<file path="config.mk">
export PLATFORM = sky130hd
export DESIGN_NAME = dma_rd_top
export DESIGN_NICKNAME = d
export VERILOG_FILES = /design/src/logic/dma_rd_pkg.sv /design/src/logic/rd_sync_fifo.sv /design/src/logic/rd_burst_planner.sv /design/src/logic/read_burst_aligner.sv /design/src/logic/rd_beat_sender.sv /design/src/logic/dma_rd_top.sv
export SDC_FILE = /design/constraint.sdc
export NUM_CORES = 1
export LEC_CHECK = 0
export ABC_AREA = 1
export BUFFER_PORTS_ARGS = -buffer_cell sky130_fd_sc_hd__buf_2
export CORE_UTILIZATION = 30
export DETAILED_ROUTE_END_ITERATION = 16
export PLACE_DENSITY = 0.48
export SYNTH_ARGS = -nofsm -noshare
export SYNTH_HDL_FRONTEND = slang
export SYNTH_SLANG_ARGS = --single-unit
export TNS_END_PERCENT = 10
</file>
<file path="constraint.sdc">
create_clock -name clk -period 7.5 [get_ports clk]
set_input_delay 0.75 -clock clk [delete_from_list [all_inputs] [get_ports clk]]
set_output_delay 0.75 -clock clk [all_outputs]
set_load 0.02 [all_outputs]
</file>
<file path="src/logic/dma_rd_pkg.sv">
`default_nettype none

package dma_rd_pkg;

  // bus geometry
  localparam int DATA_WIDTH     = 64;
  localparam int BYTES_PER_BEAT = DATA_WIDTH / 8;
  localparam int SHAMT_W        = $clog2(BYTES_PER_BEAT);

  localparam int ADDR_W = 32;
  localparam int LEN_W  = 16;

  // buffer depth doubles as the internal credit pool
  localparam int META_DEPTH = 8;
  localparam int CREDIT_W   = $clog2(META_DEPTH + 1);
  localparam int PTR_W      = $clog2(META_DEPTH);

  localparam int OUT_CREDITS  = 4;
  localparam int OUT_CREDIT_W = $clog2(OUT_CREDITS + 1);

  typedef struct packed {
    logic               first;
    logic               last;
    logic [SHAMT_W-1:0] shamt;
  } beat_meta_t;

  typedef struct packed {
    logic                  first;
    logic                  last;
    logic [DATA_WIDTH-1:0] data;
  } out_beat_t;

endpackage

`default_nettype wire

</file>
<file path="src/logic/rd_sync_fifo.sv">
`timescale 1ns/1ps
`default_nettype none

module rd_sync_fifo #(
  parameter type payload_t = logic
) (
  input  logic     clk,
  input  logic     rst,
  input  logic     i_push,
  input  payload_t i_data,
  input  logic     i_pop,
  output payload_t o_data,
  output logic     o_empty
);

  import dma_rd_pkg::*;

  payload_t mem [META_DEPTH];

  logic [PTR_W-1:0]    wr_ptr;
  logic [PTR_W-1:0]    rd_ptr;
  logic [CREDIT_W-1:0] count;
  logic                do_pop;

  assign do_pop  = i_pop && !o_empty;
  assign o_empty = (count == '0);
  // head is visible without a pop
  assign o_data  = mem[rd_ptr];

  always_ff @(posedge clk) begin
    if (i_push) begin
      mem[wr_ptr] <= i_data;
    end
  end

  always_ff @(posedge clk) begin
    if (rst) begin
      wr_ptr <= '0;
      rd_ptr <= '0;
      count  <= '0;
    end else begin
      if (i_push) begin
        wr_ptr <= wr_ptr + PTR_W'(1);
      end
      if (do_pop) begin
        rd_ptr <= rd_ptr + PTR_W'(1);
      end
      count <= count + CREDIT_W'(i_push) - CREDIT_W'(do_pop);
    end
  end

endmodule

`default_nettype wire

</file>
<file path="src/logic/rd_burst_planner.sv">
`timescale 1ns/1ps
`default_nettype none

module rd_burst_planner (
  input  logic                          clk,
  input  logic                          rst,
  input  logic                          i_desc_valid,
  input  logic [dma_rd_pkg::ADDR_W-1:0] i_desc_addr,
  input  logic [dma_rd_pkg::LEN_W-1:0]  i_desc_len,
  input  logic                          i_credit_return,
  input  logic                          i_rd_valid,
  input  logic                          i_head_start,
  input  logic [dma_rd_pkg::SHAMT_W-1:0] i_head_shamt,
  input  logic                          i_align_idle,
  output logic                          o_desc_ready,
  output logic                          o_rd_req,
  output logic [dma_rd_pkg::ADDR_W-1:0] o_rd_addr,
  output logic                          o_meta_push,
  output dma_rd_pkg::beat_meta_t        o_meta,
  output logic                          o_idle
);

  import dma_rd_pkg::*;

  logic                busy;
  logic                first_r;
  logic [ADDR_W-1:0]   addr_r;
  logic [SHAMT_W-1:0]  off_r;
  logic [LEN_W-1:0]    beats_left;
  logic [CREDIT_W-1:0] credits;

  logic [SHAMT_W-1:0]  desc_off;
  logic [LEN_W-1:0]    len_m1;
  logic [LEN_W-1:0]    beats_in;
  logic                desc_take;
  logic                absorb;

  assign desc_take = i_desc_valid && o_desc_ready;
  assign desc_off  = i_desc_addr[SHAMT_W-1:0];
  assign len_m1    = i_desc_len - LEN_W'(1);
  // output beats plus one extra input beat when unaligned
  assign beats_in  = (len_m1 >> SHAMT_W) + LEN_W'(1) + LEN_W'(desc_off != '0);

  // first beat of an unaligned burst produces no output, so hand its credit back here
  assign absorb = i_rd_valid && i_head_start && (i_head_shamt != '0);

  assign o_rd_req     = busy && (credits != '0);
  assign o_rd_addr    = addr_r;
  assign o_meta_push  = o_rd_req;
  assign o_meta.first = first_r;
  assign o_meta.last  = (beats_left == LEN_W'(1));
  assign o_meta.shamt = off_r;

  assign o_desc_ready = !busy;
  assign o_idle       = !busy && (credits == CREDIT_W'(META_DEPTH)) && i_align_idle;

  always_ff @(posedge clk) begin
    if (rst) begin
      busy    <= 1'b0;
      first_r <= 1'b0;
    end else if (desc_take) begin
      busy    <= 1'b1;
      first_r <= 1'b1;
    end else if (o_rd_req) begin
      first_r <= 1'b0;
      if (beats_left == LEN_W'(1)) begin
        busy <= 1'b0;
      end
    end
  end

  always_ff @(posedge clk) begin
    if (desc_take) begin
      addr_r     <= {i_desc_addr[ADDR_W-1:SHAMT_W], SHAMT_W'(0)};
      off_r      <= desc_off;
      beats_left <= beats_in;
    end else if (o_rd_req) begin
      addr_r     <= addr_r + ADDR_W'(BYTES_PER_BEAT);
      beats_left <= beats_left - LEN_W'(1);
    end
  end

  always_ff @(posedge clk) begin
    if (rst) begin
      credits <= CREDIT_W'(META_DEPTH);
    end else begin
      credits <= credits - CREDIT_W'(o_rd_req) + CREDIT_W'(i_credit_return)
                 + CREDIT_W'(absorb);
    end
  end

endmodule

`default_nettype wire

</file>
<file path="src/logic/read_burst_aligner.sv">
`timescale 1ns/1ps
`default_nettype none

module read_burst_aligner (
  input  logic                              clk,
  input  logic                              rst,
  input  logic                              i_valid,
  input  logic                              i_start,
  input  logic                              i_end,
  input  logic [dma_rd_pkg::DATA_WIDTH-1:0] i_data,
  input  logic [dma_rd_pkg::SHAMT_W-1:0]    i_shamt,
  output logic                              o_valid,
  output logic                              o_start,
  output logic                              o_end,
  output logic [dma_rd_pkg::DATA_WIDTH-1:0] o_data,
  output logic                              o_idle
);

  import dma_rd_pkg::*;

  typedef enum logic [1:0] {
    S_START,
    S_WAIT,
    S_END
  } state_t;

  state_t state;
  state_t nstate;

  logic [2*DATA_WIDTH-1:0] shifted;
  logic [DATA_WIDTH-1:0]   result_data;
  logic [DATA_WIDTH-1:0]   remainder_data;
  logic [DATA_WIDTH-1:0]   result_r;
  logic [SHAMT_W-1:0]      shamt_r;
  logic [SHAMT_W-1:0]      cur_shamt;
  logic                    take_first;

  assign take_first = i_valid && i_start && (state == S_START);
  // offset is sampled on the first beat and held for the rest of the burst
  assign cur_shamt  = (state == S_START) ? i_shamt : shamt_r;

  // upper bytes move down into this beat, lower bytes spill into the next one
  assign shifted = {i_data, DATA_WIDTH'(0)} >> (cur_shamt * 8);
  assign {result_data, remainder_data} = shifted;

  always_ff @(posedge clk) begin
    if (i_valid) begin
      result_r <= result_data;
    end
    if (take_first) begin
      shamt_r <= i_shamt;
    end
  end

  always_ff @(posedge clk) begin
    if (rst) begin
      state <= S_START;
    end else begin
      state <= nstate;
    end
  end

  always_comb begin
    nstate = state;
    case (state)
      S_START: begin
        if (take_first) begin
          if (i_end) begin
            nstate = S_START;
          end else if (i_shamt != '0) begin
            nstate = S_WAIT;
          end else begin
            nstate = S_END;
          end
        end
      end
      S_WAIT: begin
        if (i_valid) begin
          nstate = i_end ? S_START : S_END;
        end
      end
      S_END: begin
        if (i_valid && i_end) begin
          nstate = S_START;
        end
      end
      default: begin
        nstate = S_START;
      end
    endcase
  end

  assign o_data  = (cur_shamt == '0) ? result_data : (remainder_data | result_r);
  assign o_valid = (state == S_START) ? (take_first && (i_shamt == '0)) : i_valid;
  // with an offset the first output comes out of the wait state
  assign o_start = (state == S_START) ? (take_first && (i_shamt == '0)) :
                   (state == S_WAIT)  ? i_valid : 1'b0;
  assign o_end   = i_valid && i_end;
  assign o_idle  = (state == S_START) && !take_first;

endmodule

`default_nettype wire

</file>
<file path="src/logic/rd_beat_sender.sv">
`timescale 1ns/1ps
`default_nettype none

module rd_beat_sender (
  input  logic                              clk,
  input  logic                              rst,
  input  logic                              i_valid,
  input  logic                              i_start,
  input  logic                              i_end,
  input  logic [dma_rd_pkg::DATA_WIDTH-1:0] i_data,
  input  logic                              i_out_credit,
  output logic                              o_out_valid,
  output logic                              o_out_start,
  output logic                              o_out_end,
  output logic [dma_rd_pkg::DATA_WIDTH-1:0] o_out_data,
  output logic                              o_credit_return
);

  import dma_rd_pkg::*;

  out_beat_t             in_beat;
  out_beat_t             head;
  logic                  empty;
  logic                  send;
  logic [OUT_CREDIT_W-1:0] out_credits;

  assign in_beat.first = i_start;
  assign in_beat.last  = i_end;
  assign in_beat.data  = i_data;

  assign send = !empty && (out_credits != '0);

  rd_sync_fifo #(.payload_t(out_beat_t)) out_fifo_i (
    .clk    (clk),
    .rst    (rst),
    .i_push (i_valid),
    .i_data (in_beat),
    .i_pop  (send),
    .o_data (head),
    .o_empty(empty)
  );

  always_ff @(posedge clk) begin
    if (rst) begin
      out_credits     <= OUT_CREDIT_W'(OUT_CREDITS);
      o_out_valid     <= 1'b0;
      o_credit_return <= 1'b0;
    end else begin
      out_credits     <= out_credits - OUT_CREDIT_W'(send) + OUT_CREDIT_W'(i_out_credit);
      o_out_valid     <= send;
      o_credit_return <= send;
    end
  end

  // payload only means something while o_out_valid is high
  always_ff @(posedge clk) begin
    if (send) begin
      o_out_start <= head.first;
      o_out_end   <= head.last;
      o_out_data  <= head.data;
    end
  end

endmodule

`default_nettype wire

</file>
<file path="src/logic/dma_rd_top.sv">
`timescale 1ns/1ps
`default_nettype none

module dma_rd_top (
  input  logic                              clk,
  input  logic                              rst,
  input  logic                              i_desc_valid,
  input  logic [dma_rd_pkg::ADDR_W-1:0]     i_desc_addr,
  input  logic [dma_rd_pkg::LEN_W-1:0]      i_desc_len,
  output logic                              o_desc_ready,
  output logic                              o_rd_req,
  output logic [dma_rd_pkg::ADDR_W-1:0]     o_rd_addr,
  input  logic                              i_rd_valid,
  input  logic [dma_rd_pkg::DATA_WIDTH-1:0] i_rd_data,
  output logic                              o_out_valid,
  output logic                              o_out_start,
  output logic                              o_out_end,
  output logic [dma_rd_pkg::DATA_WIDTH-1:0] o_out_data,
  input  logic                              i_out_credit,
  output logic                              o_credit_return,
  output logic                              o_idle
);

  import dma_rd_pkg::*;

  logic                  meta_push;
  beat_meta_t            meta_in;
  beat_meta_t            meta_head;
  logic                  align_valid;
  logic                  align_start;
  logic                  align_end;
  logic [DATA_WIDTH-1:0] align_data;
  logic                  align_idle;

  rd_burst_planner planner_i (
    .clk            (clk),
    .rst            (rst),
    .i_desc_valid   (i_desc_valid),
    .i_desc_addr    (i_desc_addr),
    .i_desc_len     (i_desc_len),
    .i_credit_return(o_credit_return),
    .i_rd_valid     (i_rd_valid),
    .i_head_start   (meta_head.first),
    .i_head_shamt   (meta_head.shamt),
    .i_align_idle   (align_idle),
    .o_desc_ready   (o_desc_ready),
    .o_rd_req       (o_rd_req),
    .o_rd_addr      (o_rd_addr),
    .o_meta_push    (meta_push),
    .o_meta         (meta_in),
    .o_idle         (o_idle)
  );

  // memory answers in order, so the head always belongs to the arriving beat
  rd_sync_fifo #(.payload_t(beat_meta_t)) meta_fifo_i (
    .clk    (clk),
    .rst    (rst),
    .i_push (meta_push),
    .i_data (meta_in),
    .i_pop  (i_rd_valid),
    .o_data (meta_head),
    .o_empty()
  );

  read_burst_aligner aligner_i (
    .clk    (clk),
    .rst    (rst),
    .i_valid(i_rd_valid),
    .i_start(meta_head.first),
    .i_end  (meta_head.last),
    .i_data (i_rd_data),
    .i_shamt(meta_head.shamt),
    .o_valid(align_valid),
    .o_start(align_start),
    .o_end  (align_end),
    .o_data (align_data),
    .o_idle (align_idle)
  );

  rd_beat_sender sender_i (
    .clk            (clk),
    .rst            (rst),
    .i_valid        (align_valid),
    .i_start        (align_start),
    .i_end          (align_end),
    .i_data         (align_data),
    .i_out_credit   (i_out_credit),
    .o_out_valid    (o_out_valid),
    .o_out_start    (o_out_start),
    .o_out_end      (o_out_end),
    .o_out_data     (o_out_data),
    .o_credit_return(o_credit_return)
  );

endmodule

`default_nettype wire

</file>
Yosys cells after proc, flatten, opt, wreduce, memory -nomap -nowiden
Memories as Yosys holds them, arrays and structs flattened. A register that Yosys moved wholly into a read port is not among the register bits.
Cells that the tools add are included.
Widths: inputs -> output; s select.
{ "op_classes": {"add_sub_neg": 18, "eq_ne": 7, "shift": 1, "n_mux": 27, "bitwise": 1, "reduce_logical": 30} }
{ "op_table": {"columns": ["op", "n"], "rows": [
  ["$shr 128x6->128", 1],
  ["$mux 32", 2],
  ["$mux 64", 1],
  ["$or 64x64->64", 1],
  ["$add 32x4->32 const B", 1],
  ["$mux 16", 2],
  ["$sub 16x1->16 const B", 2],
  ["$add 16x1->16", 1],
  ["$add 4x1->4", 4],
  ["$eq 16x1->1 const B", 1],
  ["$add 13x1->14 const B", 1],
  ["$logic_and 1x1->1", 13],
  ["$add 3x1->3 const B", 4],
  ["$mux 1", 12],
  ["$mux 2", 6],
  ["$sub 4x1->4", 3],
  ["$mux 3", 3],
  ["$reduce_bool 3->1", 3],
  ["$logic_not 4->1", 2],
  ["$logic_not 3->1", 2],
  ["$pmux 2 s3", 1],
  ["$eq 4x4->1 const B", 1],
  ["$logic_not 1->1", 4],
  ["$ne 2x2->1 const B", 2],
  ["other kinds (10)", 11]
]} }
{ "word_totals": {"reg_bits": 150, "ram_bits": 568, "in_bits": 117, "word_cells": 104, "mem_count": 2} }
{ "memory_table": {"columns": ["memory", "words", "word_bits", "rd", "rd_clocked_by_memory_dff", "write_ports", "line_no", "source"], "rows": [
  ["sender_i.out_fifo_i.mem", 8, 66, 1, 1, 1, "rd_sync_fifo.sv:18", "payload_t mem [META_DEPTH];"],
  ["meta_fifo_i.mem", 8, 5, 1, 1, 1, "rd_sync_fifo.sv:18", null]
]} }

Depth between registers and ports, before layout
{ "logic_depth": {"ltp_word": 6, "mapped_depth": 19} }

By module
From an unflattened synthesis, not the netlist that was laid out.
{ "hier_totals": {"cells_unflattened": 4067, "area_unflattened_um2": 37646.1} }
{ "modules_own_cells": {"columns": ["module", "n_inst", "cells_each", "area_each_um2", "seq_area_each_um2"], "rows": [
  ["rd_sync_fifo (sender_i.out_fifo_i)", 1, 2305, 23193.5, 16115.5],
  ["read_burst_aligner", 1, 905, 5875.6, 2052.0],
  ["rd_burst_planner", 1, 505, 3993.8, 1561.5],
  ["rd_sync_fifo (meta_fifo_i)", 1, 256, 2371.0, 1461.4],
  ["rd_beat_sender", 1, 96, 2212.1, 2062.0]
]} }

Worst setup path before layout
Ideal clock, no wire load.
{ "synth_path": {"kind": "reg2reg", "startpoint": "reg (tool-made name)", "endpoint": "mem sender_i.out_fifo_i.mem[1][0] in the netlist's numbering (enable)", "setup_ns": 0.491, "t_arrival_ns": 4.485, "required_time_ns": 7.009, "path_slack_ns": 2.524, "stages_incl_launch_ff": 15, "n_path_buf": 2, "synth_period_minus_slack_ns": 4.976, "path_cell_list": "dfxtp_1 buf_6 buf_4 nor2_1 nor2_1 o21ai_0 o211ai_1 o211ai_1 nor2_1 nand2_1 o21ai_2 inv_2 nor2_1 inv_2 nor2_1"} }
{ "synth_rtl": {"columns": ["element", "line_no"], "rows": [
  ["to (decl)", "rd_sync_fifo.sv:18"]
]} }

==> report_table.html <==
<table>
<tr><th>Metric</th><th>Value</th></tr>
<tr><th colspan="2">Pwr</th></tr>
<tr><td>Leakage power summed over all cells</td><td>14.6 nW</td></tr>
<tr><td>P per Cell Area</td><td>503 nW/µm²</td></tr>
<tr><td>Maximum vdd drop</td><td>310 µV</td></tr>
<tr><th colspan="2">Routing</th></tr>
<tr><td>Number of routed nets with antenna violations</td><td>0</td></tr>
<tr><td>Routed wire length</td><td>107 mm</td></tr>
<tr><td>Initial drt markers</td><td>1969</td></tr>
<tr><td>Vias per Instance</td><td>4.91</td></tr>
<tr><td>Pre-antenna DRT Iters</td><td>5</td></tr>
<tr><td>Drt wl/cell</td><td>21.2 µm</td></tr>
<tr><td>Overall via count from detail_route</td><td>24.6k</td></tr>
<tr><td>Number of remaining DRC errors</td><td>0</td></tr>
<tr><th colspan="2">Clock network</th></tr>
<tr><td>Cts-stage hold buffer count</td><td>0</td></tr>
<tr><td>Maximum level of the CTS H-tree</td><td>3</td></tr>
<tr><td>CTS root buf</td><td>clkbuf_16</td></tr>
<tr><td>Clk pin slew, worst setup/hold paths</td><td>0.06 ns</td></tr>
<tr><td>Num CTS Buffers</td><td>88</td></tr>
<tr><td>Post_cts resized</td><td>0</td></tr>
<tr><td>Latest clock arrival within the worst-skew pair</td><td>0.66 ns</td></tr>
<tr><td>Maximum root-to-sink buffer count</td><td>3</td></tr>
<tr><td>Setup Buffers After CTS</td><td>0</td></tr>
<tr><td>TritonCTS clock tree</td><td>yes</td></tr>
<tr><td># clock sinks</td><td>784</td></tr>
<tr><th colspan="2">Timing</th></tr>
<tr><td>Minimum clock period</td><td>4.21 ns</td></tr>
<tr><td>Slew Limit Fails</td><td>0</td></tr>
<tr><td>Worst max-slew margin expressed relative to the limit</td><td>23.9%</td></tr>
<tr><td>Actual transition at the worst max-transition pin</td><td>1.14 ns</td></tr>
<tr><td>Final Setup Violations</td><td>0</td></tr>
<tr><td>Maximum frequency from static timing analysis</td><td>238 MHz</td></tr>
<tr><td>Post-route fraction of the period consumed by the critical path</td><td>56.1%</td></tr>
<tr><td>RSZ-0062 raised after global routing</td><td>no</td></tr>
<tr><td>Setup skew after layout</td><td>0.0226 ns</td></tr>
<tr><td>Sum Neg Setup Slack</td><td>0 ns</td></tr>
<tr><td>Final worst setup slack</td><td>3.29 ns</td></tr>
<tr><td>Total count of hold-check failures in the final report</td><td>0</td></tr>
<tr><td>Smallest hold slack</td><td>0.319 ns</td></tr>
<tr><th colspan="2">Die</th></tr>
<tr><td>Total die area</td><td>118000 µm²</td></tr>
<tr><td>Number of cell rows</td><td>124</td></tr>
<tr><td>Die Span Y</td><td>343 µm</td></tr>
<tr><td>I/O Pins</td><td>220</td></tr>
<tr><td>Effective utilization at floorplan</td><td>30.4%</td></tr>
<tr><td>Core region area</td><td>115000 µm²</td></tr>
<tr><td>Die span in x</td><td>343 µm</td></tr>
<tr><th colspan="2">Cells and area</th></tr>
<tr><td>Post-layout net count</td><td>3583</td></tr>
<tr><td>Most common cell after layout, fill and taps aside</td><td>edfxtp_1</td></tr>
<tr><td>Final Instance Count excl. Fillers</td><td>5022</td></tr>
<tr><td>Ratio of cells with drive above 1 in the final layout</td><td>12.8%</td></tr>
<tr><td>Relative area change from synthesis to final layout</td><td>15.3%</td></tr>
<tr><td>Final core utilization</td><td>35.1%</td></tr>
<tr><td>Most frequent cells in the layout</td><td>edfxtp_1, nor2_1, nand2_1</td></tr>
<tr><th colspan="2">Status</th></tr>
<tr><td>Run status</td><td>completed</td></tr>
<tr><th colspan="2">Global route</th></tr>
<tr><td>Antenna violations before repair</td><td>31</td></tr>
<tr><td>Pin count of the biggest net entering global routing</td><td>101</td></tr>
<tr><td>First-pass GRT wire length</td><td>158 mm</td></tr>
<tr><td>Vias in the first global route</td><td>24.0k</td></tr>
<tr><td>Global-route usage over all layers</td><td>18.0%</td></tr>
<tr><td>Gr ovfl total</td><td>0</td></tr>
<tr><th colspan="2">Setup path</th></tr>
<tr><td>Worst Path Max Fanout</td><td>63</td></tr>
<tr><td>Endpoint type of the worst setup path</td><td>flop</td></tr>
<tr><td>Type of origin of the critical path</td><td>flop</td></tr>
<tr><td>Worst Path Buf+Inv</td><td>3</td></tr>
<tr><td>Most frequent cell on the critical path</td><td>nand2_1</td></tr>
<tr><td>Cell-by-cell listing of the critical path</td><td>inv_2, nand2_1, nand2_1, nand2_1, o21ai_1, nand2_1, nand2_2, nand2_2, nand2_4, buf_4, nand2_1, nand2_1, inv_1, nand2_1, o21ai_1, nor2_1, nor2_1, a21oi_1</td></tr>
<tr><td>Arrival @ worst endpoint</td><td>4.56 ns</td></tr>
<tr><td>Max stage delay cell, worst path</td><td>buf_4</td></tr>
<tr><td>Largest stage delay on the critical path</td><td>0.63 ns</td></tr>
<tr><td>Family with the most delay on the worst path</td><td>simple AND/OR/NAND/NOR gates</td></tr>
<tr><td>WS Path Type</td><td>flop to flop</td></tr>
<tr><td>WP data required</td><td>7.86 ns</td></tr>
<tr><th colspan="2">Logic synthesis</th></tr>
<tr><td>Distinct cell type count of the synthesized netlist</td><td>51</td></tr>
<tr><td>Post-synthesis cell count</td><td>3273</td></tr>
<tr><td>Warnings from Yosys</td><td>0</td></tr>
<tr><td>Cell Area, Synth</td><td>35000 µm²</td></tr>
<tr><td>Number of storage elements in the synthesis netlist</td><td>784</td></tr>
<tr><td>Synth area leader</td><td>edfxtp_1</td></tr>
<tr><td>Cell types occupying the most area after synthesis</td><td>edfxtp_1, nor2_1, nand2_1, o21ai_0, dfxtp_1</td></tr>
<tr><td>Share of Yosys cell area claimed by the top area cell type</td><td>64.3%</td></tr>
<tr><td>Part of the Yosys area used for sequential elements</td><td>66.3%</td></tr>
<tr><td>Mean instance size in the synthesized netlist</td><td>10.7 µm²</td></tr>
<tr><th colspan="2">Placed design</th></tr>
<tr><td># port buffers</td><td>216</td></tr>
<tr><td>Cell count after placement</td><td>4856</td></tr>
<tr><td>DP HPWL</td><td>68.5 mm</td></tr>
<tr><td>RePlAce Congestion</td><td>0.898</td></tr>
<tr><td>Setup WS pre-CTS</td><td>3.27 ns</td></tr>
<tr><th colspan="2">Worst hold path</th></tr>
<tr><td>Hold Crit Class</td><td>input pin to flop</td></tr>
<tr><th colspan="2">Run</th></tr>
<tr><td>Reported max-cap violation count</td><td>0</td></tr>
</table>
## synthesized netlist by cell type (all sizes together)
| cell | instances |
|---|---|
| edfxtp | 749 |
| nor2 | 658 |
| nand2 | 499 |
| o21ai | 421 |
| inv | 185 |
| nand3 | 134 |
| clkbuf | 110 |
| o22ai | 78 |
| buf | 71 |
| a31oi | 70 |
| a21oi | 40 |
| o211ai | 39 |
| dfxtp | 35 |
| ha | 27 |
| nor3 | 23 |
| nand4 | 20 |
| or2 | 20 |
| xor2 | 19 |
| nand3b | 14 |
| xnor2 | 13 |
| a41oi | 7 |
| and2 | 7 |
| fa | 5 |
| o21a | 5 |
| o21bai | 5 |
| o31ai | 4 |
| nor4 | 3 |
| a211oi | 2 |
| a21o | 2 |
| nor3b | 2 |
| or3 | 2 |
| a21boi | 1 |
| a31o | 1 |
| clkinv | 1 |
| conb | 1 |
## cell families after synthesis
kind of cell,Yosys count,share of synthesized area (%)
AO/OA/AOI/OAI,675,10.9
XOR/XNOR,32,0.801
adder cells (fa/ha/maj),32,1.25
buffers and inverters,367,4.55
flip-flops,784,66.3
other,1,0.0107
AND/OR/NAND/NOR,1382,16.2
## cell type report
| class | count | area, µm² |
|---|---|---|
| tap | 1512 | 1890 |
| clock inverter | 55 | 470 |
| multi-input combinational | 2124 | 10300 |
| sequential | 784 | 23200 |
| timing repair buffer | 250 | 1410 |
| fill | 11393 | 74600 |
| inverter | 186 | 709 |
| antenna | 7 | 17.5 |
| clock buffer | 104 | 2350 |
## power breakdown
part / leakage [nW] / total [W] / internal, W / switching (W)
sequential: 7.22 / 0.00761 / 0.00727 / 0.000342
combinational: 6.00 / 0.00842 / 0.00195 / 0.00646
clock: 1.36 / 0.00426 / 0.00247 / 0.00178
## through the flow
step / area [µm²] / total power [W]
after detailed placement: 37500 / 0.0162
after global placement: 37500 / 0.0162
after floorplan: 35000 / 0.0131
final: 40300 / 0.0203
after CTS: 40300 / 0.0205
after global routing: 40300 / 0.0215
## layer usage
layer	vias up	global-route usage (%)	part of all wire [%]
met5	-	0	0.30
met4	46	5.04	2.2
met3	161	4.83	7.7
met2	791	27.6	44
met1	11828	25.0	46
li1	11813	-	-
## state kept, by name, indices dropped and copies added, names as in the netlist, named ones only
signal,cells
sender_i.out_credits,3
sender_i.out_fifo_i.wr_ptr,3
aligner_i.state,2
sender_i.o_out_start,1
planner_i.first_r,1
meta_fifo_i.wr_ptr,3
aligner_i.result_r,64
meta_fifo_i.mem,40
planner_i.credits,4
sender_i.out_fifo_i.mem,528
sender_i.out_fifo_i.count,4
planner_i.busy,1
sender_i.o_out_data,64
sender_i.o_out_end,1
planner_i.off_r,3
sender_i.out_fifo_i.rd_ptr,3
sender_i.o_out_valid,1
planner_i.o_rd_addr,29
aligner_i.shamt_r,3
meta_fifo_i.count,4
planner_i.beats_left,16
meta_fifo_i.rd_ptr,3
## final timing paths
check / start / to / slack, ns / cells after the start
worst max register to register: flop / sender_i.out_fifo_i.mem[1][55]$_DFFE_PP_ / 3.29 / 18
worst min register to register: meta_fifo_i.rd_ptr[2]$_SDFFE_PP0P_ / flop / 0.46 / 2
worst min-delay path: i_desc_addr[2] / planner_i.off_r[2]$_DFFE_PP_ / 0.32 / 1
worst max-delay path: flop / sender_i.out_fifo_i.mem[1][55]$_DFFE_PP_ / 3.29 / 18
No activity file was read; power rests on OpenSTA's default activity.
